[config.mk]
export PLATFORM = sky130hd
export DESIGN_NAME = load_store_align
export DESIGN_NICKNAME = d
export VERILOG_FILES = /design/src/logic/dcache_pkg.sv /design/src/logic/load_store_align.sv
export VERILOG_INCLUDE_DIRS = /design/src /design/src/include
export SDC_FILE = /design/constraint.sdc
export NUM_CORES = 1
export LEC_CHECK = 0
export ABC_AREA = 1
export BUFFER_PORTS_ARGS = -buffer_cell sky130_fd_sc_hd__clkbuf_2
export CORE_MARGIN = 4
export CORE_UTILIZATION = 35
export DETAILED_ROUTE_END_ITERATION = 7
export GPL_TIMING_DRIVEN = 1
export PLACE_DENSITY = 0.8
export REMOVE_ABC_BUFFERS = 1
export SLEW_MARGIN = 25
export SYNTH_ARGS = -nofsm -noshare
export SYNTH_HDL_FRONTEND = slang
export SYNTH_SLANG_ARGS = --single-unit
[constraint.sdc]
create_clock -name vclk -period 1.71
set_input_delay 0.171 -clock vclk [all_inputs]
set_output_delay 0.171 -clock vclk [all_outputs]
set_load 0.02 [all_outputs]
[src/include/dcache_settings.svh]
`ifndef DCACHE_SETTINGS_SVH
`define DCACHE_SETTINGS_SVH

// Core address and data path
`define DC_ADDR_WIDTH 32
`define DC_DATA_WIDTH 64

// Cache geometry
`define DC_LINE_BYTES 64  // One line is one full AXI burst
`define DC_SETS       16
`define DC_WAYS       4

// Data beats per line on the memory port
`define DC_BEATS      8

`endif

[src/logic/dcache_pkg.sv]
`include "dcache_settings.svh"

package dcache_pkg;

    localparam int byte_bits   = $clog2(`DC_DATA_WIDTH / 8);
    localparam int offset_bits = $clog2(`DC_LINE_BYTES);
    localparam int index_bits  = $clog2(`DC_SETS);
    localparam int tag_bits    = `DC_ADDR_WIDTH - index_bits - offset_bits;

    typedef logic [`DC_ADDR_WIDTH-1:0]     addr_t;
    typedef logic [tag_bits-1:0]           tag_t;
    typedef logic [index_bits-1:0]         index_t;
    typedef logic [$clog2(`DC_BEATS)-1:0]  word_sel_t;
    typedef logic [byte_bits-1:0]          byte_sel_t;
    typedef logic [$clog2(`DC_WAYS)-1:0]   way_t;
    typedef logic [`DC_DATA_WIDTH-1:0]     word_t;
    typedef logic [8*`DC_LINE_BYTES-1:0]   line_t;

    // Access size code as the core sends it
    typedef logic [2:0] size_t;
    localparam size_t size_byte  = 3'd1;
    localparam size_t size_half  = 3'd2;
    localparam size_t size_word  = 3'd4;
    localparam size_t size_dword = 3'd7;

    typedef enum logic [3:0] {
        st_idle,
        st_lookup,       // Registered lookup result is valid here
        st_respond,
        st_evict_start,
        st_writeback,
        st_fill_start,
        st_fill_wait,
        st_install
    } ctrl_state_t;

    function automatic tag_t addr_tag(addr_t a);
        return a[`DC_ADDR_WIDTH-1 -: tag_bits];
    endfunction

    function automatic index_t addr_index(addr_t a);
        return a[offset_bits +: index_bits];
    endfunction

    function automatic word_sel_t addr_word(addr_t a);
        return a[byte_bits +: $bits(word_sel_t)];
    endfunction

endpackage

[src/logic/load_store_align.sv]
`timescale 1ns/1ps

module load_store_align
    import dcache_pkg::*;
(
    input  addr_t      address,
    input  size_t      data_size,
    input  logic       load_sign,
    input  word_t      read_word,
    input  word_t      data_input,
    output word_t      data_out,
    output logic [7:0] byte_mask,
    output word_t      store_data
);

    byte_sel_t  offset;
    word_t      shifted;
    logic [7:0] size_mask;

    assign offset  = address[$bits(byte_sel_t)-1:0];
    assign shifted = read_word >> {offset, 3'd0};  // Addressed bytes moved to bit 0

    always_comb begin
        case (data_size)
            size_byte:  data_out = {{56{load_sign & shifted[7]}}, shifted[7:0]};
            size_half:  data_out = {{48{load_sign & shifted[15]}}, shifted[15:0]};
            size_word:  data_out = {{32{load_sign & shifted[31]}}, shifted[31:0]};
            size_dword: data_out = shifted;
            default:    data_out = '0;
        endcase
    end

    always_comb begin
        case (data_size)
            size_byte:  size_mask = 8'h01;
            size_half:  size_mask = 8'h03;
            size_word:  size_mask = 8'h0f;
            size_dword: size_mask = 8'hff;
            default:    size_mask = 8'h00;  // Unknown size writes nothing
        endcase
    end

    // Aligned requests never push the mask past byte 7
    assign byte_mask  = size_mask << offset;
    assign store_data = data_input << {offset, 3'd0};

endmodule

* Yosys cells after proc, flatten, opt, wreduce, memory -nomap -nowiden
Index checks and enable logic that the tools add are counted.
** Word-level totals
- Flip-flop bits (word level) :: 0
- Bits in latches :: 0
- Bits in writable memories :: 0
- ROM bits :: 0
- Output and inout bits :: 136
- Word-level logic and storage cells :: 12
- Memories :: 0
** Operators by class
- $add $sub $neg :: 0
- $mul :: 0
- Div/mod/pow operators :: 0
- $lt $le $gt $ge :: 0
- Eq/ne operators :: 4
- Shifts and indexed selects :: 3
- Mux-type cells :: 2
- Bitwise logic cells :: 3
- Reductions and logical operators :: 0
** Operator list (count)
- $pmux 64 s4 :: 1
- $shl 64x6->64 :: 1
- $shr 64x6->64 :: 1
- $pmux 8 s4 :: 1
- $shl 8x3->8 :: 1
- $eq 3x3->1 const B :: 2
- $and 1x1->1 :: 3
- $eq 3x1->1 const B :: 1
- $eq 3x2->1 const B :: 1

* Depth between registers and ports, before layout
- Depth in word-level cells :: 3
- Gate-level depth with buffers :: 11
- Mapped depth without buffers :: 8

* Worst setup path after synthesis
Ideal clock, no wire load.
- Kind :: input port to output port
- From :: in address[0]
- To :: out data_out[0]
- Arrival time :: 1466 ps
- Slack :: 73 ps
- Stages on the path :: 9
- Buffers on the path :: 4
- Path through :: buf_6 inv_4 buf_6 buf_6 buf_2 nand2_1 nand3_1 o21ai_0 a211oi_1
** On the way
- Cells in the longest elaborated chain, start to end :: 2
** RTL lines
- from (decl) :: line load_store_align.sv:6 : input addr_t address,
- $shr 64x6->64 :: line load_store_align.sv:21 : assign shifted = read_word >> {offset, 3'd0};
- $pmux 64 s4 :: line load_store_align.sv:24 : case (data_size)
- to (decl) :: line load_store_align.sv:11 : output word_t data_out,
Every way passes these cells.

* Worst setup path in the final report
- From :: in address[1]
- To :: out data_out[57]
** On the way
- Cells in the longest elaborated chain, start to end :: 3
- Elaborated cells between the ends (all ways) :: 5
- Those cells by class :: shift (1); mux (1); bitwise (3)
** RTL lines (line)
- $shr 64x6->64 (*) :: load_store_align.sv:21
- $and 1x1->1, on equally long branches :: load_store_align.sv:27, load_store_align.sv:25, load_store_align.sv:26
- $pmux 64 s4 (*) :: load_store_align.sv:24
Every way passes the cells marked *; elsewhere a longest branch is shown, timed or not.

==> results by group <==
Route
  – Drt initial violations: between 1,000 and 1,500
  – DRT Pass-1 Iters: 6
  – Vias: between 7,000 and 8,000
  – Final WL: between 20 and 25 mm
  – Routed Antenna Nets: 0
  – Routed WL per cell: approximately 17 microns
  – Drc violations: 0
  – DR vias/cell: 5.803

Setup path
  – Worst path arrival time: 1.55 ns
  – Critical Path RT: 1.54 ns
  – Worst-path cell chain: clkbuf_8, buf_4, nor2_4, nand3_1, nand3_2, buf_6, a21oi_1, nand3_1, buf_2
  – Critical path class: in -> out
  – CP Capture Type: primary output
  – Crit-path max FO: 14
  – Cell mode on critical path: nand3_1
  – Crit path launch type: input port
  – Peak per-stage delay on the critical path: ~0.22 ns
  – Worst path slowest cell: a21oi_1

Min path
  – Hold-critical path endpoint: store_data[3]
  – Min-delay src: data_input[3]
  – HP Class: in -> out
  – Hold path cells: 4

Layout
  – FF+latch area: 0 sq um
  – Sequential cell count: 0
  – Area growth syn-to-layout: 55.42%
  – Antenna Diode Count: 0
  – Clock buf count: 0
  – Nets: approximately 1,400
  – Fraction of layout cells with a size suffix above 1: 36.25%
  – Final std cell area, no fill: about 0.0066 sq mm

Floorplanning
  – Core area: ~0.012 sq mm
  – Die W: approximately 120 microns
  – Number of I/O pins: 300
  – Die footprint: between 0.01 and 0.015 sq mm
  – Site row count: 39
  – Die Ht: between 100 and 150 microns
  – Starting Density: 36.39%

Logic synthesis
  – Sequential fraction of the synthesis area: 0%
  – Synth area leader: nand2_1
  – Multiplexer share of the synthesized area: under 10%
  – Adder-cell share of the synthesized area: 0%
  – Top cells by count, synth: nand2_1, nand3_1, o21ai_0
  – Cell Area, Synth: 0.004227 sq mm
  – Post-synth top area share: 31.88%
  – Synth area leaders: nand2_1, nand3_1, o21ai_0
  – Synth Area in Compound Gates: around a fifth
  – Syn avg cell area: 4.738 sq um
  – Post-Syn Instances: ~900
  – Largest family of logic cells by synthesized area: simple AND/OR/NAND/NOR gates
  – Synth cell types: 29
  – Post-synthesis xor/xnor area fraction: 0%
  – Top-count cell post-synth: nand2_1
  – Synth Area in Simple Gates: between 60 and 70%
  – Synth warnings: 0

Timing
  – Final setup margin: -0.01517 ns
  – Final setup violation count: 1
  – Max Slew Vio Count: 0
  – TNS Setup: -0.01517 ns
  – Slew headroom: ~78%
  – RSZ-0062 raised after global routing: true
  – Tcrit/Tclk final: 100.9%
  – WHS: ~0.7 ns
  – Final Hold Viols: 0
  – Max Freq: about 0.58 GHz
  – Worst Tran Pin Value: about 0.33 ns
  – Post-layout min period: around 1.7 ns

Power and ir drop
  – Worst VDD drop: around 0.19 mV
  – Pleak: around 4 nW
  – Power per cell area: 327.8 mW/mm^2

Placed design
  – Placed Area: approximately 0.0062 sq mm
  – Detailed placement HPWL: 16.62 mm
  – Gp weighted congestion: approximately 0.97
  – PortBufs: between 200 and 300

Clock tree
  – Hold Buf Count CTS: 0

GRT
  – Global-route congestion overflow total: 0
  – Vias in the first global route: approximately 6,600
  – Initial antenna violation count: 0
  – Global Route Usage Sum: around 28%
  – First-pass GRT wire length: 32.59 mm
  – Largest net degree at the start of global routing: 60

Outcome
  – Outcome: finished with violations
  – Failing checks: setup timing

Job
  – Maxcap violations: 0
==> logic make-up (layout without fill, tap and decap cells) <==
group	after synthesis	count (layout)
buffers and inverters	116	413
multiplexers	8	8
AND/OR/NAND/NOR	608	608
AO/OA/AOI/OAI	160	160
==> worst max-delay path by stage <==
stage / startpoint / endpoint / slack, ns / cells past startpoint
after floorplan: address[1] / data_out[37] / -1.07 / 7
after global placement: address[1] / data_out[52] / -0.16 / 10
after detailed placement: address[1] / data_out[52] / -0.14 / 10
after CTS: address[0] / store_data[49] / -0.02 / 9
after global routing: address[0] / data_out[10] / -0.07 / 10
final: address[1] / data_out[57] / -0.02 / 9
==> stage by stage <==
step,setup slack (ns),std cells,utilization [%],power [W]
2_1_floorplan,-1.068,809,-,0.001052
3_3_place_gp,-0.1579,1318,53.06,0.001983
3_5_place_dp,-0.1388,1318,53.06,0.002004
4_1_cts,-0.01934,1319,53.53,0.002027
5_1_grt,-0.06525,1332,56.56,0.002313
6_report,-0.01517,1332,56.56,0.002153
==> final cells by class <==
cell class                 count  area, sq um
timing repair buffer         380         2550
fill                        1168         5045
inverter                      33        142.6
tap                          143        178.9
multi-input combinational    776         3697
==> worst max-delay path, delay by kind of cell <==
| kind | cells | cell delay (ns) |
|---|---|---|
| compound gates | 1 | 0.22 |
| buf+inv | 4 | 0.72 |
| simple gates | 4 | 0.44 |
==> routing by layer <==
layer,vias up,global-route usage (%),wire length [microns]
li1,3578,-,-
met1,3389,36.38,8789
met2,639,46.46,10230
met3,123,4.181,2806
met4,0,8.132,921
met5,-,0,0
==> power breakdown <==
part           internal [W]  switching (W)
combinational      0.000815        0.00134
sequential                0              0
clock                     0              0
==> cells in the final DEF (no fill, tap or decap), drive strengths merged <==
cell type  Yosys  final
or2            8      8
mux2i          8      8
a31oi          1      1
o21ai         80     80
nand2        361    361
a211oi         3      3
o211ai         5      5
inv           33     31
nand4         14     14
nand3        154    154
clkinv         0      1
nor3           2      2
nor2          68     68
clkbuf        19    248
a21oi         55     55
buf           64    132
o221ai        16     16
nand3b         1      1
clkinvlp       0      1
==> repair_timing <==
action | in CTS | in global routing
setup buffers | 1 | 6
endpoints found under the setup margin | 56 | 91
gates cloned | 0 | 7
pin swaps | 2 | 3
resized for setup | 13 | 79
No activity file was read; power rests on OpenSTA's default activity.
