File: src/include/dcache_settings.svh
`ifndef DCACHE_SETTINGS_SVH
`define DCACHE_SETTINGS_SVH

// Core address and data path
`define DC_ADDR_WIDTH 32
`define DC_DATA_WIDTH 64

// Cache geometry
`define DC_LINE_BYTES 64  // One line is one full AXI burst
`define DC_SETS       16
`define DC_WAYS       4

// Data beats per line on the memory port
`define DC_BEATS      8

`endif

File: src/logic/dcache_pkg.sv
`include "dcache_settings.svh"

package dcache_pkg;

    localparam int byte_bits   = $clog2(`DC_DATA_WIDTH / 8);
    localparam int offset_bits = $clog2(`DC_LINE_BYTES);
    localparam int index_bits  = $clog2(`DC_SETS);
    localparam int tag_bits    = `DC_ADDR_WIDTH - index_bits - offset_bits;

    typedef logic [`DC_ADDR_WIDTH-1:0]     addr_t;
    typedef logic [tag_bits-1:0]           tag_t;
    typedef logic [index_bits-1:0]         index_t;
    typedef logic [$clog2(`DC_BEATS)-1:0]  word_sel_t;
    typedef logic [byte_bits-1:0]          byte_sel_t;
    typedef logic [$clog2(`DC_WAYS)-1:0]   way_t;
    typedef logic [`DC_DATA_WIDTH-1:0]     word_t;
    typedef logic [8*`DC_LINE_BYTES-1:0]   line_t;

    // Access size code as the core sends it
    typedef logic [2:0] size_t;
    localparam size_t size_byte  = 3'd1;
    localparam size_t size_half  = 3'd2;
    localparam size_t size_word  = 3'd4;
    localparam size_t size_dword = 3'd7;

    typedef enum logic [3:0] {
        st_idle,
        st_lookup,       // Registered lookup result is valid here
        st_respond,
        st_evict_start,
        st_writeback,
        st_fill_start,
        st_fill_wait,
        st_install
    } ctrl_state_t;

    function automatic tag_t addr_tag(addr_t a);
        return a[`DC_ADDR_WIDTH-1 -: tag_bits];
    endfunction

    function automatic index_t addr_index(addr_t a);
        return a[offset_bits +: index_bits];
    endfunction

    function automatic word_sel_t addr_word(addr_t a);
        return a[byte_bits +: $bits(word_sel_t)];
    endfunction

endpackage

File: src/logic/dcache_controller.sv
`timescale 1ns/1ps
`include "dcache_settings.svh"

module dcache_controller
    import dcache_pkg::*;
(
    input  logic  clock,
    input  logic  reset,
    input  logic  read_enable,
    input  logic  write_enable,
    input  addr_t address,
    input  logic  hit,
    input  way_t  hit_way,
    input  logic  victim_valid,
    input  logic  victim_dirty,
    input  tag_t  victim_tag,
    output logic  lookup,
    output logic  write_word,
    output logic  install_line,
    output way_t  access_way,
    output logic  fill_start,
    output logic  wb_start,
    output addr_t mem_address,
    input  logic  fill_done,
    input  logic  wb_done,
    output logic  send_enable
);

    ctrl_state_t state;
    way_t        victim_way;
    way_t        rr_count;
    logic        request;

    assign request = read_enable | write_enable;

    assign lookup       = (state == st_idle) && request;
    assign write_word   = (state == st_lookup) && hit && write_enable;  // Lands with send_enable
    assign install_line = (state == st_install);
    assign fill_start   = (state == st_fill_start);
    assign wb_start     = (state == st_evict_start) && victim_dirty;

    // In lookup the array reports either the hit way or the first free way
    assign access_way = (state == st_lookup) ? hit_way : victim_way;

    always_comb begin
        if (wb_start)
            mem_address = {victim_tag, addr_index(address), offset_bits'(0)};
        else
            mem_address = {address[`DC_ADDR_WIDTH-1:offset_bits], offset_bits'(0)};
    end

    always_ff @(posedge clock) begin
        if (reset) begin
            state       <= st_idle;
            send_enable <= 1'b0;
            rr_count    <= '0;
        end else begin
            send_enable <= 1'b0;
            case (state)
                st_idle: begin
                    if (request)
                        state <= st_lookup;
                end
                st_lookup: begin
                    if (hit) begin
                        send_enable <= 1'b1;
                        state       <= st_respond;
                    end else begin
                        if (victim_valid)
                            rr_count <= rr_count + 1'b1;  // Set is full so round robin is used
                        state <= st_evict_start;
                    end
                end
                st_respond:     state <= st_idle;  // Core drops its request now
                st_evict_start: state <= victim_dirty ? st_writeback : st_fill_start;
                st_writeback: begin
                    if (wb_done)
                        state <= st_fill_start;
                end
                st_fill_start:  state <= st_fill_wait;
                st_fill_wait: begin
                    if (fill_done)
                        state <= st_install;
                end
                st_install:     state <= st_idle;  // Retry the lookup which now hits
                default:        state <= st_idle;
            endcase
        end
    end

    always_ff @(posedge clock) begin
        if (state == st_lookup && !hit)
            victim_way <= victim_valid ? rr_count : hit_way;
    end

endmodule

File: config.mk
export PLATFORM = sky130hd
export DESIGN_NAME = dcache_controller
export DESIGN_NICKNAME = d
export VERILOG_FILES = /design/src/logic/dcache_pkg.sv /design/src/logic/dcache_controller.sv
export VERILOG_INCLUDE_DIRS = /design/src /design/src/include
export SDC_FILE = /design/constraint.sdc
export NUM_CORES = 1
export LEC_CHECK = 0
export BUFFER_PORTS_ARGS = -buffer_cell sky130_fd_sc_hd__buf_2
export CAP_MARGIN = 20
export CORE_UTILIZATION = 33
export DETAILED_ROUTE_END_ITERATION = 16
export PLACE_DENSITY = 0.79
export SYNTH_ARGS = -nofsm -noshare
export SYNTH_HDL_FRONTEND = slang
export SYNTH_SLANG_ARGS = --single-unit
export TNS_END_PERCENT = 10
File: constraint.sdc
create_clock -name clock -period 1.6 [get_ports clock]
set_input_delay 0.32 -clock clock [delete_from_list [all_inputs] [get_ports clock]]
set_output_delay 0.32 -clock clock [all_outputs]
set_load 0.005 [all_outputs]
Word-level counts from Yosys, hierarchy flattened --
Cells that the tools add are included.
Word-level totals: logic and storage cells 37, register bits 9
Cells by class: mux-type cells 10, add/subtract/negate cells 1, reduce and logical (&&, ||, !) cells 10, bitwise operators 3, equality and inequality tests 9
Operators with widths (count):
- two-way mux 32 bit | 1
- one-hot mux 4 bit (6 select lines) | 1
- == test 4 x 3 -> 1 bit (second input constant) | 4
- two-way mux 4 bit | 3
- inequality test 2 bit (second input constant) | 3
- AND reduction 3 bit | 2
- logical AND 1 bit | 5
- == test 4 x 1 -> 1 bit (second input constant) | 1
- == test 4 x 2 -> 1 bit (second input constant) | 1
- logical NOT 4 bit | 1
- two-way mux 2 bit | 2
- two-way mux 1 bit | 3
- adder 2 x 1 -> 2 bit (second input constant) | 1
- NOT 1 bit | 2
- OR reduction 2 bit | 1
- logical NOT 1 bit | 1
- OR 1 bit | 1

Longest topological paths before layout --
depth in word-level cells 3, mapped depth 4

Worst setup path before layout --
No wires, ideal clock.
path type reg2out, start register state[2], end output mem_address[10], slack 134 ps, required time 1280 ps, arrival 1146 ps, stages on the path, launching flop included 5, path through dfxtp_1 -> inv_2 -> nand4_4 -> buf_6 -> mux2_4
Between the ends: word-level cells in the longest chain between the ends 3
Ends and longest elaborated chain:
- start: declaration | line dcache_controller.sv:29 | ctrl_state_t state;
- start signal: assignment | line dcache_controller.sv:54 | state <= st_idle;
- start signal: assignment | line dcache_controller.sv:62 | state <= st_lookup;
- start signal: assignment | line dcache_controller.sv:67 | state <= st_respond;
- == test 4 x 2 -> 1 bit | line dcache_controller.sv:40 | assign wb_start = (state == st_evict_start) && victim_dirty;
- logical AND 1 bit | line dcache_controller.sv:40
- two-way mux 32 bit | line dcache_controller.sv:46 | if (wb_start)
- end: declaration | line dcache_controller.sv:23 | output addr_t mem_address,
Every way passes these cells.

Final worst setup path --
start register state[2], end output mem_address[20]
Same word-level chain as after synthesis.

==> qor.yml <==
max_freq_ghz: 0.581
drt-initial-drc-count: 9
routed_wl_mm: 2.82
pwr_density_cell_mw_per_mm2: 502
p_clk_share_pct: 20.7
ys_seq_area_share_pct: 19.8
max_cap_viol_count: 0
slew_violations: 0
path_class: "flip-flop to primary output"
irDropWorstVdd_v: 0.000355
syn_area_per_cell_sq_um: 10.7
yosys.area.top_type: "mux2_4"
reg2regPathDepth: 4
gp_congestion: 0.689
reg2reg_to: "rr_count[1]"
cts_buffer_depth: 2
vias: 926
grt_pass1_wl_mm: 3.46
stdcell_area_sq_mm: 0.00155
cts_sinks: 8
die-area_sq_mm: 0.00297
hold-path-cell-count: 3
hold_buffers: 0
cts_made_buffers: 3
nFillCells: 201
n_antenna_cell: 0
power_frac_seq_pct: 31.0
fin_ws_ps: -120
endpoint_kind: "primary output"
ys_types: 29
track_usage_pct: 17.2
synth_cells: 85
regToRegSetupSlack_ps: 160
overflow: 0
num_io_pins: 105
multiInputGateArea_sq_um: 642
post-place-ws_ps: 28.2
via_per_inst: 4.61
critPathRequiredTime_ps: 1280
violations: "setup timing"
root_buffer: "clkbuf_4"
p_int_mw: 0.553
cts_tree: "yes"
h-tree-depth: 1
switching_share_pct: 28.8
finClkSkew_ps: 12.2
fp.dieH_um: 54.5
placement.io_buffers: 84
grt_antenna_before_repair: 0
crit_path_max_fanout: 12
period_minus_slack_ps: 1720
fin_crit_sh_pct: 108
yosys_warnings: 0
seq_area_sq_um: 191
postRouteAntennaNets: 0
coreArea_sq_mm: 0.00254
hold_viol: 0
nets: 238
first_pass_iters: 4
die_w_um: 54.5
start_util_pct: 35.7
grt_pass1_vias: 792
hold_class: "primary input to flip-flop"
grt_max_degree: 13
critPathLaunchType: "flip-flop"
combPwrFrac_pct: 48.2
route.detailed.wl_per_inst_um: 14.0
leakage_nw: 0.869
dp_hpwl_mm: 2.20
syn-cell-area_sq_um: 910
insertion_delay_ps: 260
drc: 0
drive_gt1_share_pct: 77.8
hold_end: "send_enable"
place_area_sq_mm: 0.00136
areaGrowthSynthToFinish_pct: 70.2
worstHoldStart: "hit"
rsz0062_at_grt: "true"
ys_seq_elements: 8
clk_pin_slew_ps: 60
fp-row-count: 18
r2r-start: "state[2]"
synth_area_leaders: "mux2_4 33%, dfxtp_1 13%, buf_4 9.1%, mux2_2 8.7%, edfxtp_1 6.6%"
power.switching_mw: 0.224
arrival_ps: 1400
synthDominantCellAreaShare_pct: 33.0
outcome: "complete, but fails checks"
setup-violations-final: 24
==> layer usage <==
metal / part of all wire (%) / routed length [um] / global-route usage (%)
met2: 58 / 1640 / 34.1
met5: 0 / 0 / 0
met3: 6.5 / 183 / 2.22
met1: 35 / 975 / 17.3
met4: 0.96 / 27 / 7.69
==> registers in the layout (all words and copies together) (netlist names) <==
signal       cells
victim_way       2
state            3
rr_count         2
send_enable      1
==> cells in the mapped netlist (all sizes together) <==
master / count
edfxtp: 2
a21oi: 4
nor4b: 1
nor3b: 1
o22ai: 1
or2b: 1
nand2: 2
nand3b: 1
nor2: 6
xnor2: 1
dfxtp: 6
clkbuf: 1
o21ai: 1
conb: 1
nand2b: 2
and3: 2
a31o: 1
o211a: 1
mux2: 27
inv: 4
nand3: 1
nor2b: 3
buf: 13
nor3: 1
nand4: 1
==> critical path: stages (launching register included) <==
cell     delay [ps]
dfxtp_4         370
inv_4            80
nand4_4         100
buf_12          180
mux2_4          300
buf_6           120
==> area by class of cell <==
cell class / instances / share of cell area, %
multi-input combinational: 64 / 41.5
timing repair buffer: 92 / 41.1
sequential: 8 / 12.4
clock buffer: 3 / 1.46
tap: 30 / 2.43
inverter: 4 / 1.13
==> how the worst max path moves through the flow <==
stage | startpoint | end | cells after the start
2_1_floorplan | state[2] | mem_address[10] | 4
3_3_place_gp | state[1] | mem_address[26] | 4
3_5_place_dp | state[0] | access_way[1] | 3
4_1_cts | state[2] | mem_address[15] | 5
5_1_grt | state[2] | mem_address[31] | 5
6_report | state[2] | mem_address[20] | 5
==> power by group through the flow <==
stage / clock network, mW / logic (mW) / registers [mW]
6_report: 0.161 / 0.375 / 0.241
5_1_grt: 0.175 / 0.410 / 0.243
2_1_floorplan: 0 / 0.179 / 0.235
3_5_place_dp: 0 / 0.309 / 0.242
4_1_cts: 0.162 / 0.353 / 0.240
3_3_place_gp: 0 / 0.303 / 0.241
==> cell families (layout without fill, tap and decap cells) <==
group / after synthesis / after routing / synth area share (%)
buffers and inverters: 18 / 99 / 13.8
xor gates and xnor gates: 1 / 1 / 0.963
and+or+nand+nor: 22 / 22 / 17.9
muxes: 27 / 27 / 41.7
other: 1 / 6 / 0.412
AOI/OAI and AO/OA: 8 / 8 / 5.50
DFF: 8 / 8 / 19.8
==> cells in the final DEF, fill, tap and decap left out, types with 3 or more instances in the layout <==
master / n
conb_1: 6
a21oi_1: 4
mux2_4: 22
dfxtp_1: 3
buf_2: 63
buf_4: 6
nor2_1: 6
buf_6: 21
nor2b_1: 3
mux2_2: 5
clkbuf_4: 3
inv_1: 3
dfxtp_4: 3
==> stage by stage <==
stage	utilization [%]	cells	hold WS (ps)	total power, mW	setup TNS, ps
floorplan	-	90	389	0.414	0
global placement	53.5	198	558	0.544	0
detailed placement	53.5	198	580	0.551	0
CTS	58.7	201	314	0.756	-2840
global route	60.8	201	347	0.828	-3640
finish	60.8	201	322	0.777	-2680
==> timing repair <==
action,4_1_cts,5_1_grt
endpoints found under the setup margin,25,26
buffers inserted,0,0
resized for setup,23,9
No activity file was read; power rests on OpenSTA's default activity.
