==> src/include/dcache_settings.svh <==
`ifndef DCACHE_SETTINGS_SVH
`define DCACHE_SETTINGS_SVH

// Core address and data path
`define DC_ADDR_WIDTH 32
`define DC_DATA_WIDTH 64

// Cache geometry
`define DC_LINE_BYTES 64  // One line is one full AXI burst
`define DC_SETS       16
`define DC_WAYS       4

// Data beats per line on the memory port
`define DC_BEATS      8

`endif

==> src/logic/dcache_pkg.sv <==
`include "dcache_settings.svh"

package dcache_pkg;

    localparam int byte_bits   = $clog2(`DC_DATA_WIDTH / 8);
    localparam int offset_bits = $clog2(`DC_LINE_BYTES);
    localparam int index_bits  = $clog2(`DC_SETS);
    localparam int tag_bits    = `DC_ADDR_WIDTH - index_bits - offset_bits;

    typedef logic [`DC_ADDR_WIDTH-1:0]     addr_t;
    typedef logic [tag_bits-1:0]           tag_t;
    typedef logic [index_bits-1:0]         index_t;
    typedef logic [$clog2(`DC_BEATS)-1:0]  word_sel_t;
    typedef logic [byte_bits-1:0]          byte_sel_t;
    typedef logic [$clog2(`DC_WAYS)-1:0]   way_t;
    typedef logic [`DC_DATA_WIDTH-1:0]     word_t;
    typedef logic [8*`DC_LINE_BYTES-1:0]   line_t;

    // Access size code as the core sends it
    typedef logic [2:0] size_t;
    localparam size_t size_byte  = 3'd1;
    localparam size_t size_half  = 3'd2;
    localparam size_t size_word  = 3'd4;
    localparam size_t size_dword = 3'd7;

    typedef enum logic [3:0] {
        st_idle,
        st_lookup,       // Registered lookup result is valid here
        st_respond,
        st_evict_start,
        st_writeback,
        st_fill_start,
        st_fill_wait,
        st_install
    } ctrl_state_t;

    function automatic tag_t addr_tag(addr_t a);
        return a[`DC_ADDR_WIDTH-1 -: tag_bits];
    endfunction

    function automatic index_t addr_index(addr_t a);
        return a[offset_bits +: index_bits];
    endfunction

    function automatic word_sel_t addr_word(addr_t a);
        return a[byte_bits +: $bits(word_sel_t)];
    endfunction

endpackage

==> src/logic/axi_burst_pkg.sv <==
`include "dcache_settings.svh"

package axi_burst_pkg;

    typedef logic [1:0] burst_t;
    typedef logic [7:0] len_t;
    typedef logic [2:0] asize_t;
    typedef logic [1:0] resp_t;

    localparam burst_t burst_incr = 2'b01;

    // Whole line per burst, one data word per beat
    localparam len_t   line_len  = len_t'(`DC_BEATS - 1);
    localparam asize_t beat_size = asize_t'($clog2(`DC_DATA_WIDTH / 8));

endpackage

==> src/logic/axi_line_port.sv <==
`timescale 1ns/1ps
`include "dcache_settings.svh"

module axi_line_port
    import dcache_pkg::*;
    import axi_burst_pkg::*;
(
    input  logic       clock,
    input  logic       reset,
    input  logic       fill_start,
    input  logic       wb_start,
    input  addr_t      mem_address,
    input  line_t      victim_line,
    output line_t      fill_line,
    output logic       fill_done,
    output logic       wb_done,
    output logic       m_axi_arvalid,
    input  logic       m_axi_arready,
    output addr_t      m_axi_araddr,
    output len_t       m_axi_arlen,
    output asize_t     m_axi_arsize,
    output burst_t     m_axi_arburst,
    input  logic       m_axi_rvalid,
    output logic       m_axi_rready,
    input  word_t      m_axi_rdata,
    input  logic       m_axi_rlast,
    output logic       m_axi_awvalid,
    input  logic       m_axi_awready,
    output addr_t      m_axi_awaddr,
    output len_t       m_axi_awlen,
    output asize_t     m_axi_awsize,
    output burst_t     m_axi_awburst,
    output logic       m_axi_wvalid,
    input  logic       m_axi_wready,
    output word_t      m_axi_wdata,
    output logic [7:0] m_axi_wstrb,
    output logic       m_axi_wlast,
    input  logic       m_axi_bvalid,
    output logic       m_axi_bready,
    input  resp_t      m_axi_bresp
);

    addr_t     burst_addr;
    line_t     line_buf;   // Fill target, or the latched victim on write-back
    word_sel_t beat;

    assign m_axi_araddr  = burst_addr;
    assign m_axi_arlen   = line_len;
    assign m_axi_arsize  = beat_size;
    assign m_axi_arburst = burst_incr;
    assign m_axi_awaddr  = burst_addr;
    assign m_axi_awlen   = line_len;
    assign m_axi_awsize  = beat_size;
    assign m_axi_awburst = burst_incr;
    assign m_axi_wdata   = line_buf[{beat, 6'd0} +: `DC_DATA_WIDTH];
    assign m_axi_wstrb   = 8'hff;
    assign m_axi_wlast   = m_axi_wvalid && beat == word_sel_t'(`DC_BEATS - 1);
    assign fill_line     = line_buf;

    always_ff @(posedge clock) begin
        if (reset) begin
            m_axi_arvalid <= 1'b0;
            m_axi_rready  <= 1'b0;
            m_axi_awvalid <= 1'b0;
            m_axi_wvalid  <= 1'b0;
            m_axi_bready  <= 1'b0;
            fill_done     <= 1'b0;
            wb_done       <= 1'b0;
            beat          <= '0;
        end else begin
            fill_done <= 1'b0;
            wb_done   <= 1'b0;
            if (fill_start || wb_start)
                beat <= '0;
            if (fill_start) begin
                m_axi_arvalid <= 1'b1;
                m_axi_rready  <= 1'b1;  // Held for the whole fill
            end
            if (m_axi_arvalid && m_axi_arready)
                m_axi_arvalid <= 1'b0;
            if (m_axi_rvalid && m_axi_rready) begin
                beat <= beat + 1'b1;
                if (m_axi_rlast) begin
                    m_axi_rready <= 1'b0;
                    fill_done    <= 1'b1;
                end
            end
            if (wb_start)
                m_axi_awvalid <= 1'b1;
            if (m_axi_awvalid && m_axi_awready) begin
                m_axi_awvalid <= 1'b0;
                m_axi_wvalid  <= 1'b1;
            end
            if (m_axi_wvalid && m_axi_wready) begin
                beat <= beat + 1'b1;
                if (m_axi_wlast) begin
                    m_axi_wvalid <= 1'b0;
                    m_axi_bready <= 1'b1;
                end
            end
            if (m_axi_bvalid && m_axi_bready) begin
                m_axi_bready <= 1'b0;  // Response code is not checked
                wb_done      <= 1'b1;
            end
        end
    end

    always_ff @(posedge clock) begin
        if (fill_start || wb_start)
            burst_addr <= mem_address;
        if (wb_start)
            line_buf <= victim_line;
        else if (m_axi_rvalid && m_axi_rready)
            line_buf[{beat, 6'd0} +: `DC_DATA_WIDTH] <= m_axi_rdata;
    end

endmodule

==> config.mk <==
export PLATFORM = sky130hd
export DESIGN_NAME = axi_line_port
export DESIGN_NICKNAME = d
export VERILOG_FILES = /design/src/logic/dcache_pkg.sv /design/src/logic/axi_burst_pkg.sv /design/src/logic/axi_line_port.sv
export VERILOG_INCLUDE_DIRS = /design/src /design/src/include
export SDC_FILE = /design/constraint.sdc
export NUM_CORES = 1
export LEC_CHECK = 0
export BUFFER_PORTS_ARGS = -buffer_cell sky130_fd_sc_hd__buf_4
export CELL_PAD_IN_SITES_DETAIL_PLACEMENT = 0
export CELL_PAD_IN_SITES_GLOBAL_PLACEMENT = 1
export CORE_AREA = 2 2 503 505
export DETAILED_ROUTE_END_ITERATION = 16
export DIE_AREA = 0 0 505 507
export PLACE_DENSITY = 0.35
export RECOVER_POWER = 50
export SLEW_MARGIN = 20
export SYNTH_ARGS = -nofsm -noshare
export SYNTH_HDL_FRONTEND = slang
export SYNTH_SLANG_ARGS = --single-unit
==> constraint.sdc <==
create_clock -name clock -period 7.5 [get_ports clock]
set_input_delay 0.375 -clock clock [delete_from_list [all_inputs] [get_ports clock]]
set_output_delay 0.375 -clock clock [all_outputs]
set_load 0.005 [all_outputs]
==> After elaboration in Yosys (flattened, before gate mapping) <==
Cells that the tools add are included.
{ "classes": {"n_eq_ne": 1, "shifts": 3, "n_mux": 14, "n_bitwise": 1, "add_sub_neg": 2, "reduce_logical": 14} }
{ "ops": {"columns": ["cell", "count"], "rows": [
  ["$mux 512", 2],
  ["$bwmux 512", 1],
  ["$shift 64x11->512 const A", 1],
  ["$shiftx 512x10->64", 1],
  ["$shiftx 64x11->512", 1],
  ["$neg 9->11", 1],
  ["$mux 3", 3],
  ["$mux 1", 8],
  ["$reduce_or 2->1", 4],
  ["$logic_and 1x1->1", 6],
  ["$add 3x1->3 const B", 1],
  ["$eq 3x3->1 const B", 1],
  ["$reduce_bool 3->1", 1],
  ["$reduce_and 2->1", 1],
  ["$reduce_bool 2->1", 1],
  ["$logic_or 1x1->1", 1],
  ["$not 1->1", 1]
]} }
{ "totals": {"word_cells": 45, "output_inout_bits": 682, "inputBits": 620, "regBits": 554} }

==> Logic depth before layout (Yosys ltp) <==
Gate-level depths: netlist of the first run.
{ "logic_depth": {"word_depth": 5, "depth_mapped": 11, "mapped_depth_nobuf": 6} }

==> Worst setup path before layout of the first run <==
No wires, ideal clock.
{ "synth_timing": {"path_type": "register to register", "from": "register, netlist name beat[1]", "to": "register line_buf[0], in the netlist fill_line[0] (enable)", "stages_incl_launch_ff": 12, "required_time_ps": 7001, "path_slack_ps": 1811, "setup_ps": 499, "n_path_buf": 5, "arrival_time_ps": 5190, "synth_period_minus_slack_ps": 5689, "cell_sequence": "dfxtp_1 > buf_2 > buf_2 > buf_2 > inv_1 > ha_1 > ha_1 > nor4b_1 > nand2_1 > clkbuf_1 > clkbuf_1 > o21bai_1"} }
{ "synth_lines": {"columns": ["element", "line_no", "rtl"], "rows": [
  ["end signal: assignment", "axi_line_port.sv:112", "line_buf <= victim_line;"],
  ["end signal: indexed assignment", "axi_line_port.sv:114", "line_buf[{beat, 6'd0} +: `DC_DATA_WIDTH] <= m_axi_rdata;"],
  ["end: declaration", "axi_line_port.sv:44", "line_t line_buf;"]
]} }

==> Worst setup path in the final report of the first run <==
{ "layout_timing": {"from": "register beat[1]", "to": "output port m_axi_wdata[25]"} }
{ "layout_via": {"elab_chain_cells": 1} }
{ "layout_rtl": {"columns": ["element", "line_no", "rtl"], "rows": [
  ["start: declaration", "axi_line_port.sv:45", "word_sel_t beat;"],
  ["start signal: assignment", "axi_line_port.sv:82", "beat <= beat + 1'b1;"],
  ["start signal: assignment", "axi_line_port.sv:95", "beat <= beat + 1'b1;"],
  ["$shiftx 512x10->64", "axi_line_port.sv:55", "assign m_axi_wdata = line_buf[{beat, 6'd0} +: `DC_DATA_WIDTH];"],
  ["end: declaration", "axi_line_port.sv:35", "output word_t m_axi_wdata,"]
]} }
Every way passes these cells.

==> results.yml, run 1 <==
worst_setup_path:
  cp-end-kind: "output port"
  crit_fanout: 45
  critical_path_class: "reg2out"
  slowest_delay_ps: 2360
  path_buf_inv: 3
  required_ps: 7120
  cpMaxStageDelayCell: "clkbuf_1"
  crit_path_start_kind: "register"
  crit_chain: "clkbuf_1 -> buf_4 -> mux4_2 -> nand2_1 -> nand2_1 -> buf_4"
  cp_top_family: "buffers and inverters"
  worstPathArrival_ps: 5650
sta:
  final_max_slew_viol_count: 327
  min_period_ps: 6021
  hold_viol_final: 0
  finalSetupViolCount: 0
  fmax_mhz: 166.1
  clock_skew_ps: 29.10
  fin_crit_sh_pct: 80.27
  rsz0062_at_grt: "no"
  slew_headroom_pct: -121.1
  worstMarginPinSlew_ps: 3317
  fin_tns_setup_ps: 0
route:
  routed_wl_mm: 219.9
  ant_nets: 0
  vias: 26946
  detail_route.wl_per_cell_um: 29.64
  drt_iter0_drc: 1881
  drtPass1Iterations: 5
  vias_per_cell: 3.632
  drc_errors: 0
finish:
  mostFrequentLayoutCell: "nand2_1"
  drive_gt1_share_pct: 28.60
  regArea_mm2: 0.01655
  nFillCells: 28423
  layout_common_cells: "nand2_1, buf_4, edfxtp_1, dlygate4sd3_1, o21ai_0"
  largest_reg_flops: 512
  fin_nets: 4610
  syn2layout_area_growth_pct: 73.05
  multiInputGateArea_mm2: 0.009181
  fin_cells: 7419
die:
  die_y_um: 507
  fp.dieW_um: 505
  die_area_mm2: 0.2560
  start_util_pct: 10.68
  ios: 1302
  num_rows: 184
  core-area_mm2: 0.2505
logic_synthesis:
  async_reset_ff_share_pct: 0
  ys_types: 37
  synthFlopType: "edfxtp_1"
  ys_warn_count: 0
  synth-edff-count: 544
  seq_area_frac_synth_pct: 61.81
  synth-seq-cells: 554
  avgSynthCellArea_um2: 11.96
  synth_area_mm2: 0.02675
  syn_inst: 2237
clock_network:
  clk_pin_slew_worst_paths_ps: 50
  cts_max_level: 3
  cts_root_buf: "clkbuf_16"
  ctsLongestPathBuffers: 3
  clock_latency_ps: 710
  cts_sinks: 554
  numCtsBuffers: 81
  cts.repair.resized: 0
  cts_tree: "built"
run:
  max_cap_violations: 12
placed_design:
  hpwl_mm: 167.3
  port_buffers: 1265
  gp_congestion: 0.8292
  dpl.cell_count: 6706
global_routing:
  grt_pass1_wl_mm: 284.4
  grt_pass1_vias: 28453
  antenna_found_initial: 62
  grt_overflow: 0
  grt_max_degree: 104
  gr-usage-all-layers_pct: 16.53
hold_path:
  min_path_type: "in2reg"
status:
  status: "complete, but fails checks"
  failed_checks: "max-capacitance violations, max-slew violations"
power_and_ir_drop:
  p_leak_nw: 17.47
  powerDensity_mw_per_mm2: 200.4
  power.total_w: 0.009278
  irDropWorstVdd_v: 0.0001308
## stage by stage
step           instance area [um^2]  hold slack (ps)  worst slack [ps]  util, %
2_1_floorplan                 26870            443.6              1811        -
3_3_place_gp                  39930            457.2              2424    15.94
3_5_place_dp                  39930            469.5              2416    15.94
4_1_cts                       47820           0.2730              2365    19.09
5_1_grt                       46250            41.33              1151    18.46
6_report                      46290            72.67              1479    18.48
## kinds of logic after synthesis
logic type / count (synthesis) / synth area share, %
other cells: 2 / 0.02807
fa+ha+maj: 8 / 0.3742
simple gates: 785 / 11.93
flops: 554 / 61.81
compound gates: 529 / 10.42
buf+inv: 230 / 4.612
mux: 129 / 10.82
## final cells by class
cell class	instances	share of cell area, %
well taps	3348	9.049
diodes	26	0.1405
clock buffers	109	4.673
flip-flops and latches	554	35.74
clock inverters	37	0.6784
multi-input cells	1485	19.83
inverters	4	0.03784
repair buffers	1856	29.84
## power by group
part	switching, W	internal (W)
clock network	0.00166	0.00213
registers	0.000196	0.00364
logic	0.000867	0.000779
## synthesized netlist by cell type, types with 6 or more instances
| cell | number | area share, % |
|---|---|---|
| dfxtp_1 | 10 | 0.75 |
| buf_4 | 74 | 2.1 |
| edfxtp_1 | 544 | 61 |
| mux4_2 | 128 | 11 |
| o21ai_0 | 455 | 8.5 |
| buf_2 | 29 | 0.54 |
| nor2_1 | 10 | 0.14 |
| a22o_1 | 29 | 0.95 |
| a21o_1 | 6 | 0.17 |
| nand3_1 | 7 | 0.13 |
| o21ai_1 | 29 | 0.54 |
| buf_6 | 6 | 0.25 |
| clkbuf_1 | 113 | 1.6 |
| ha_1 | 8 | 0.37 |
| nand2_1 | 684 | 9.6 |
| nand2b_1 | 65 | 1.5 |
## timing repair
| item | CTS | global route |
|---|---|---|
| buffers inserted | 0 | 0 |
| hold buffers | 541 | 0 |
| endpoints found under the hold margin | 520 | 0 |
## path summary, 6_finish.rpt
check	cells after the start	from	slack, ps	to
max	6	beat[1]$_SDFFE_PP0P_	1480	m_axi_wdata[25]
min	2	victim_line[208]	70	fill_line[208]$_DFFE_PP_
max reg2reg	6	beat[0]$_SDFFE_PP0P_	1610	fill_line[237]$_DFFE_PP_
min reg2reg	2	m_axi_bready$_SDFFE_PP0P_	520	wb_done$_SDFF_PP0_
## metal layers
| metal | vias to the layer above | routed length (um) | global-route usage (%) |
|---|---|---|---|
| met4 | 20 | 5759 | 4.017 |
| met1 | 13768 | 92370 | 20.48 |
| li1 | 11608 | - | - |
| met2 | 1315 | 105600 | 28.34 |
| met5 | - | 130 | 0 |
| met3 | 235 | 16060 | 4.394 |
Power figures use the tool's default switching activity.
==> run 2: changes to the inputs <==
- CORE_AREA: 2 2 503 505 -> 2 2 510 512
- DIE_AREA: 0 0 505 507 -> 0 0 512 514
- clock period: 7.5 -> 5.5 ns (I/O delays scaled with it)
==> run 2 against run 1 <==
  * The run still ends with max-capacitance violations, max-slew violations left
  * Sequential share of layout area shrank 0.99 points
  * Non-clock buffer count grew 65
  * Sequential cell count is the same
  * Critical endpoint is now fill_line[454]$_DFFE_PP_
  * Largest cell class unchanged
==> results.yml, run 2 (synthesis results as in run 1) <==
global_routing:
  grt_max_degree: 88
  antenna_found_initial: 103
  grt_overflow: 0
  gr-usage-all-layers_pct: 16.43
  grt_pass1_wl_mm: 290.4
  grt_pass1_vias: 28802
placed_design:
  hpwl_mm: 174.4
  gp_congestion: 0.8247
  port_buffers: 1265
route:
  drtPass1Iterations: 5
  routed_wl_mm: 224.6
  drc_errors: 0
  detail_route.wl_per_cell_um: 29.74
  ant_nets: 0
  drt_iter0_drc: 1799
  vias_per_cell: 3.615
  vias: 27295
sta:
  min_period_ps: 4574
  slew_headroom_pct: -62.02
  final_max_slew_viol_count: 251
  fin_crit_sh_pct: 83.15
  worstMarginPinSlew_ps: 2430
  rsz0062_at_grt: "no"
  clock_skew_ps: 43.23
  hold_viol_final: 0
  fmax_mhz: 218.7
  fin_tns_setup_ps: 0
  finalSetupViolCount: 0
worst_setup_path:
  worstPathArrival_ps: 5130
  r2r_slack_ps: 930
  crit_fanout: 30
  crit_path_start_kind: "register"
  cp-end-kind: "register"
  critical_path_class: "reg2reg"
  required_ps: 6060
finish:
  largest_reg_flops: 512
  layout_common_cells: "nand2_1, buf_4, dlygate4sd3_1, edfxtp_1, o21ai_0"
  syn2layout_area_growth_pct: 77.92
  fin_nets: 4675
  final_util_pct: 18.44
  drive_gt1_share_pct: 28.99
  mostFrequentLayoutCell: "nand2_1"
clock_network:
  clock_latency_ps: 720
  cts_sinks: 554
  ctsLongestPathBuffers: 3
  clk_pin_slew_worst_paths_ps: 60
  cts_root_buf: "clkbuf_16"
  cts_tree: "built"
  cts_setup_buffers: 0
  cts_max_level: 3
  numCtsBuffers: 81
die:
  die_area_mm2: 0.2632
  core-area_mm2: 0.2581
  die_y_um: 514
  ios: 1302
  num_rows: 187
  fp.dieW_um: 512
  start_util_pct: 10.37
power_and_ir_drop:
  powerDensity_mw_per_mm2: 281.0
  irDropWorstVdd_v: 0.0001878
  p_leak_nw: 18.06
hold_path:
  min_path_type: "in2reg"
run:
  max_cap_violations: 6
status:
  failed_checks: "max-capacitance violations, max-slew violations"
  status: "complete, but fails checks"
==> run 2: changes by cell type in the layout (fill, tap and decap cells not counted), moves of 8 or more <==
cell           before  now
o21ai_0           475  455
dlygate4sd3_1     541  591
buf_12              5   19
diode_2            26   34
clkbuf_1          432  411
o21ai_1             9   29
bufinv_16           3   15
==> run 2: layout make-up <==
| class | count | area [um^2] |
|---|---|---|
| inverters | 4 | 20.02 |
| fillers | 29129 | 210500 |
| multi-input cells | 1485 | 9184 |
| diodes | 34 | 85.08 |
| clock buffers | 90 | 2103 |
| repair buffers | 1921 | 14630 |
| flip-flops and latches | 554 | 16540 |
| clock inverters | 61 | 769.5 |
| well taps | 3402 | 4257 |
==> run 2: metrics by stage <==
| stage | worst slack, ps | hold slack, ps | area (um^2) | std cells | power [W] |
|---|---|---|---|---|---|
| after floorplan | 1162 | 373.9 | 26880 | 2269 | 0.005846 |
| after global placement | 1106 | 453.9 | 40270 | 6774 | 0.007428 |
| after detailed placement | 1125 | 454.3 | 40310 | 6775 | 0.007419 |
| after CTS | 1102 | 5.224 | 49100 | 7517 | 0.01382 |
| after global routing | 571.4 | 44.84 | 47550 | 7533 | 0.01388 |
| final | 926.5 | 64.38 | 47600 | 7551 | 0.01337 |
==> run 2: path summary, 6_finish.rpt <==
| kind | endpoint | start | depth (start not counted) |
|---|---|---|---|
| setup / recovery | fill_line[454]$_DFFE_PP_ | beat[1]$_SDFFE_PP0P_ | 8 |
| hold / removal | fill_line[80]$_DFFE_PP_ | m_axi_rdata[16] | 2 |
| setup reg to reg | fill_line[454]$_DFFE_PP_ | beat[1]$_SDFFE_PP0P_ | 8 |
| hold reg to reg | m_axi_wvalid$_SDFF_PP0_ | m_axi_awvalid$_SDFFE_PP0P_ | 2 |
==> run 2: report_power, final <==
part           total, W  switching [W]  internal, W
sequential      0.00523       0.000263      0.00497
clock           0.00585        0.00237      0.00348
combinational   0.00229        0.00118      0.00111
==> run 2: critical path, stage by stage (launching register included) <==
cell and delay (ps):
dfxtp_4 790, inv_1 140, ha_1 250, ha_1 380, nor2_1 220, nand3_1 1330, buf_4 800, buf_4 260
o21ai_0 180
==> run 2: repair_timing <==
item | 4_1_cts | 5_1_grt
hold buffers | 591 | 0
gates resized for setup | 0 | 0
hold endpoints to repair | 551 | 0
==> run 2: layer usage <==
metal / wire length [um] / part of all wire (%) / vias up / global-route usage [%]
met1: 93590 / 42 / 13920 / 19.94
met3: 15970 / 7.1 / 282 / 4.473
li1: - / - / 11759 / -
met2: 109500 / 49 / 1286 / 28.58
met4: 5237 / 2.3 / 48 / 3.967
met5: 310 / 0.14 / - / 0
==> run 3: changes to the inputs <==
- clock period: 5.5 -> 3.75 ns (I/O delays scaled with it)
==> run 3 against run 2 <==
  * The flow still finishes with violations (max-capacitance violations, max-slew violations)
  * Worst setup slack got worse by 670 ps
  * Fmax increased by 31%
  * Non-clock buffer count increased by 98
  * Sequential share of layout area down 0.72 points
  * Largest power group unchanged
==> results.yml, run 3 (synthesis results as in run 1) <==
clock_network:
  cts_sinks: 554
  cts_max_level: 3
  clk_pin_slew_worst_paths_ps: 50
  cts_root_buf: "clkbuf_16"
  cts_setup_buffers: 0
  numCtsBuffers: 82
  cts_tree: "built"
  ctsLongestPathBuffers: 3
  clock_latency_ps: 690
sta:
  final_max_slew_viol_count: 33
  fin_crit_sh_pct: 93.21
  hold_ws_ps: 37.78
  clock_skew_ps: 20.21
  slew_headroom_pct: -63.77
  rsz0062_at_grt: "no"
  hold_viol_final: 0
  fin_tns_setup_ps: 0
  fmax_mhz: 286.1
  finalSetupViolCount: 0
  min_period_ps: 3495
  worstMarginPinSlew_ps: 2457
global_routing:
  grtUsageMet1_pct: 19.80
  top_usage_layer: "met2"
  grt_pass1_wl_mm: 291.9
  grt_overflow: 0
  grt_pass1_vias: 28876
  antenna_found_initial: 86
  grt_max_degree: 74
  gr-usage-all-layers_pct: 16.57
  grt_use_met2_pct: 29.46
  grtUsageMet3_pct: 4.488
placed_design:
  hpwl_mm: 172.7
  port_buffers: 1265
  gp_congestion: 0.8319
  dpl.cell_count: 6787
route:
  vias_per_cell: 3.612
  routed_wl_mm: 225.8
  drc_errors: 0
  ant_nets: 0
  drtPass1Iterations: 5
  detail_route.wl_per_cell_um: 29.58
  drt_iter0_drc: 1861
  vias: 27578
finish:
  drive_gt1_share_pct: 29.85
  fin_cells: 7636
  largest_reg_flops: 512
  mostFrequentLayoutCell: "buf_4"
  layout_common_cells: "buf_4, nand2_1, dlygate4sd3_1, edfxtp_1, o21ai_0"
  fin_nets: 4774
  syn2layout_area_growth_pct: 81.74
worst_setup_path:
  crit_fanout: 13
  critical_path_class: "reg2reg"
  path_buf_inv: 3
  cpMaxStageDelayCell: "clkbuf_1"
  cp_top_family: "buffers and inverters"
  cp-end-kind: "register"
  required_ps: 4180
  slowest_delay_ps: 720
  worstPathArrival_ps: 3930
  cpMostUsedCell: "ha_1"
  crit_path_start_kind: "register"
  crit_chain: "inv_1 -> ha_1 -> ha_1 -> nor2_1 -> nand3b_1 -> clkbuf_1 -> o21ai_0 -> dlygate4sd3_1"
die:
  die_area_mm2: 0.2632
  core-area_mm2: 0.2581
  die_y_um: 514
  fp.dieW_um: 512
  ios: 1302
  num_rows: 187
  start_util_pct: 10.37
status:
  failed_checks: "max-capacitance violations, max-slew violations"
  status: "complete, but fails checks"
power_and_ir_drop:
  irDropWorstVdd_v: 0.0002633
  p_leak_nw: 18.69
  powerDensity_mw_per_mm2: 392.5
  power.total_w: 0.01908
run:
  max_cap_violations: 1
hold_path:
  min_path_type: "in2reg"
run 3: cell count changes in the layout (fill, tap and decap cells not counted), sizes merged:
cell	delta
clkbuf	-8
clkinv	-9
diode	-5
inv	-2
buf	+30
bufinv	-7
dlygate4sd3	+86
run 3: layout make-up:
class | count | area, um^2
diodes | 29 | 72.57
clock buffers | 100 | 2141
clock inverters | 43 | 479.2
fillers | 29017 | 209500
inverters | 4 | 17.52
multi-input cells | 1485 | 9216
flip-flops and latches | 554 | 16550
well taps | 3402 | 4257
repair buffers | 2019 | 15890
run 3: path summary, 6_finish.rpt:
path,cells after the start,start,to,slack [ps]
hold reg to reg,2,m_axi_awvalid$_SDFFE_PP0P_,m_axi_wvalid$_SDFF_PP0_,550
setup reg to reg,8,beat[0]$_SDFFE_PP0P_,fill_line[429]$_DFFE_PP_,250
hold / removal,3,victim_line[53],fill_line[53]$_DFFE_PP_,40
setup / recovery,8,beat[0]$_SDFFE_PP0P_,fill_line[429]$_DFFE_PP_,250
run 3: repair_timing:
action                     in CTS  in global routing
hold endpoints to repair      553                  0
setup endpoints to repair       0                  4
resized for setup               0                  1
hold buffers                  677                  0
run 3: tightest hold or removal path, cell delays in order:
cell	delay (ps)
buf_4	90
nand2_1	190
o21ai_0	130
run 3: power breakdown:
part | internal (W) | switching (W)
combinational | 0.00173 | 0.00179
clock | 0.00461 | 0.00328
sequential | 0.00729 | 0.000375
run 3: routing by layer:
metal	wire [um]	up-vias
met5	240	-
met4	4875	40
met3	16720	245
met2	112100	1316
met1	91900	14038
li1	-	11939
run 3: per-stage QoR:
stage / util (%) / worst slack, ps / instance area [um^2]
CTS: 19.35 / 26.52 / 49930
detailed placement: 15.71 / 513.3 / 40540
finish: 18.84 / 254.7 / 48620
global placement: 15.71 / 537.1 / 40540
global route: 18.82 / 71.17 / 48580
floorplan: - / 101.1 / 26890
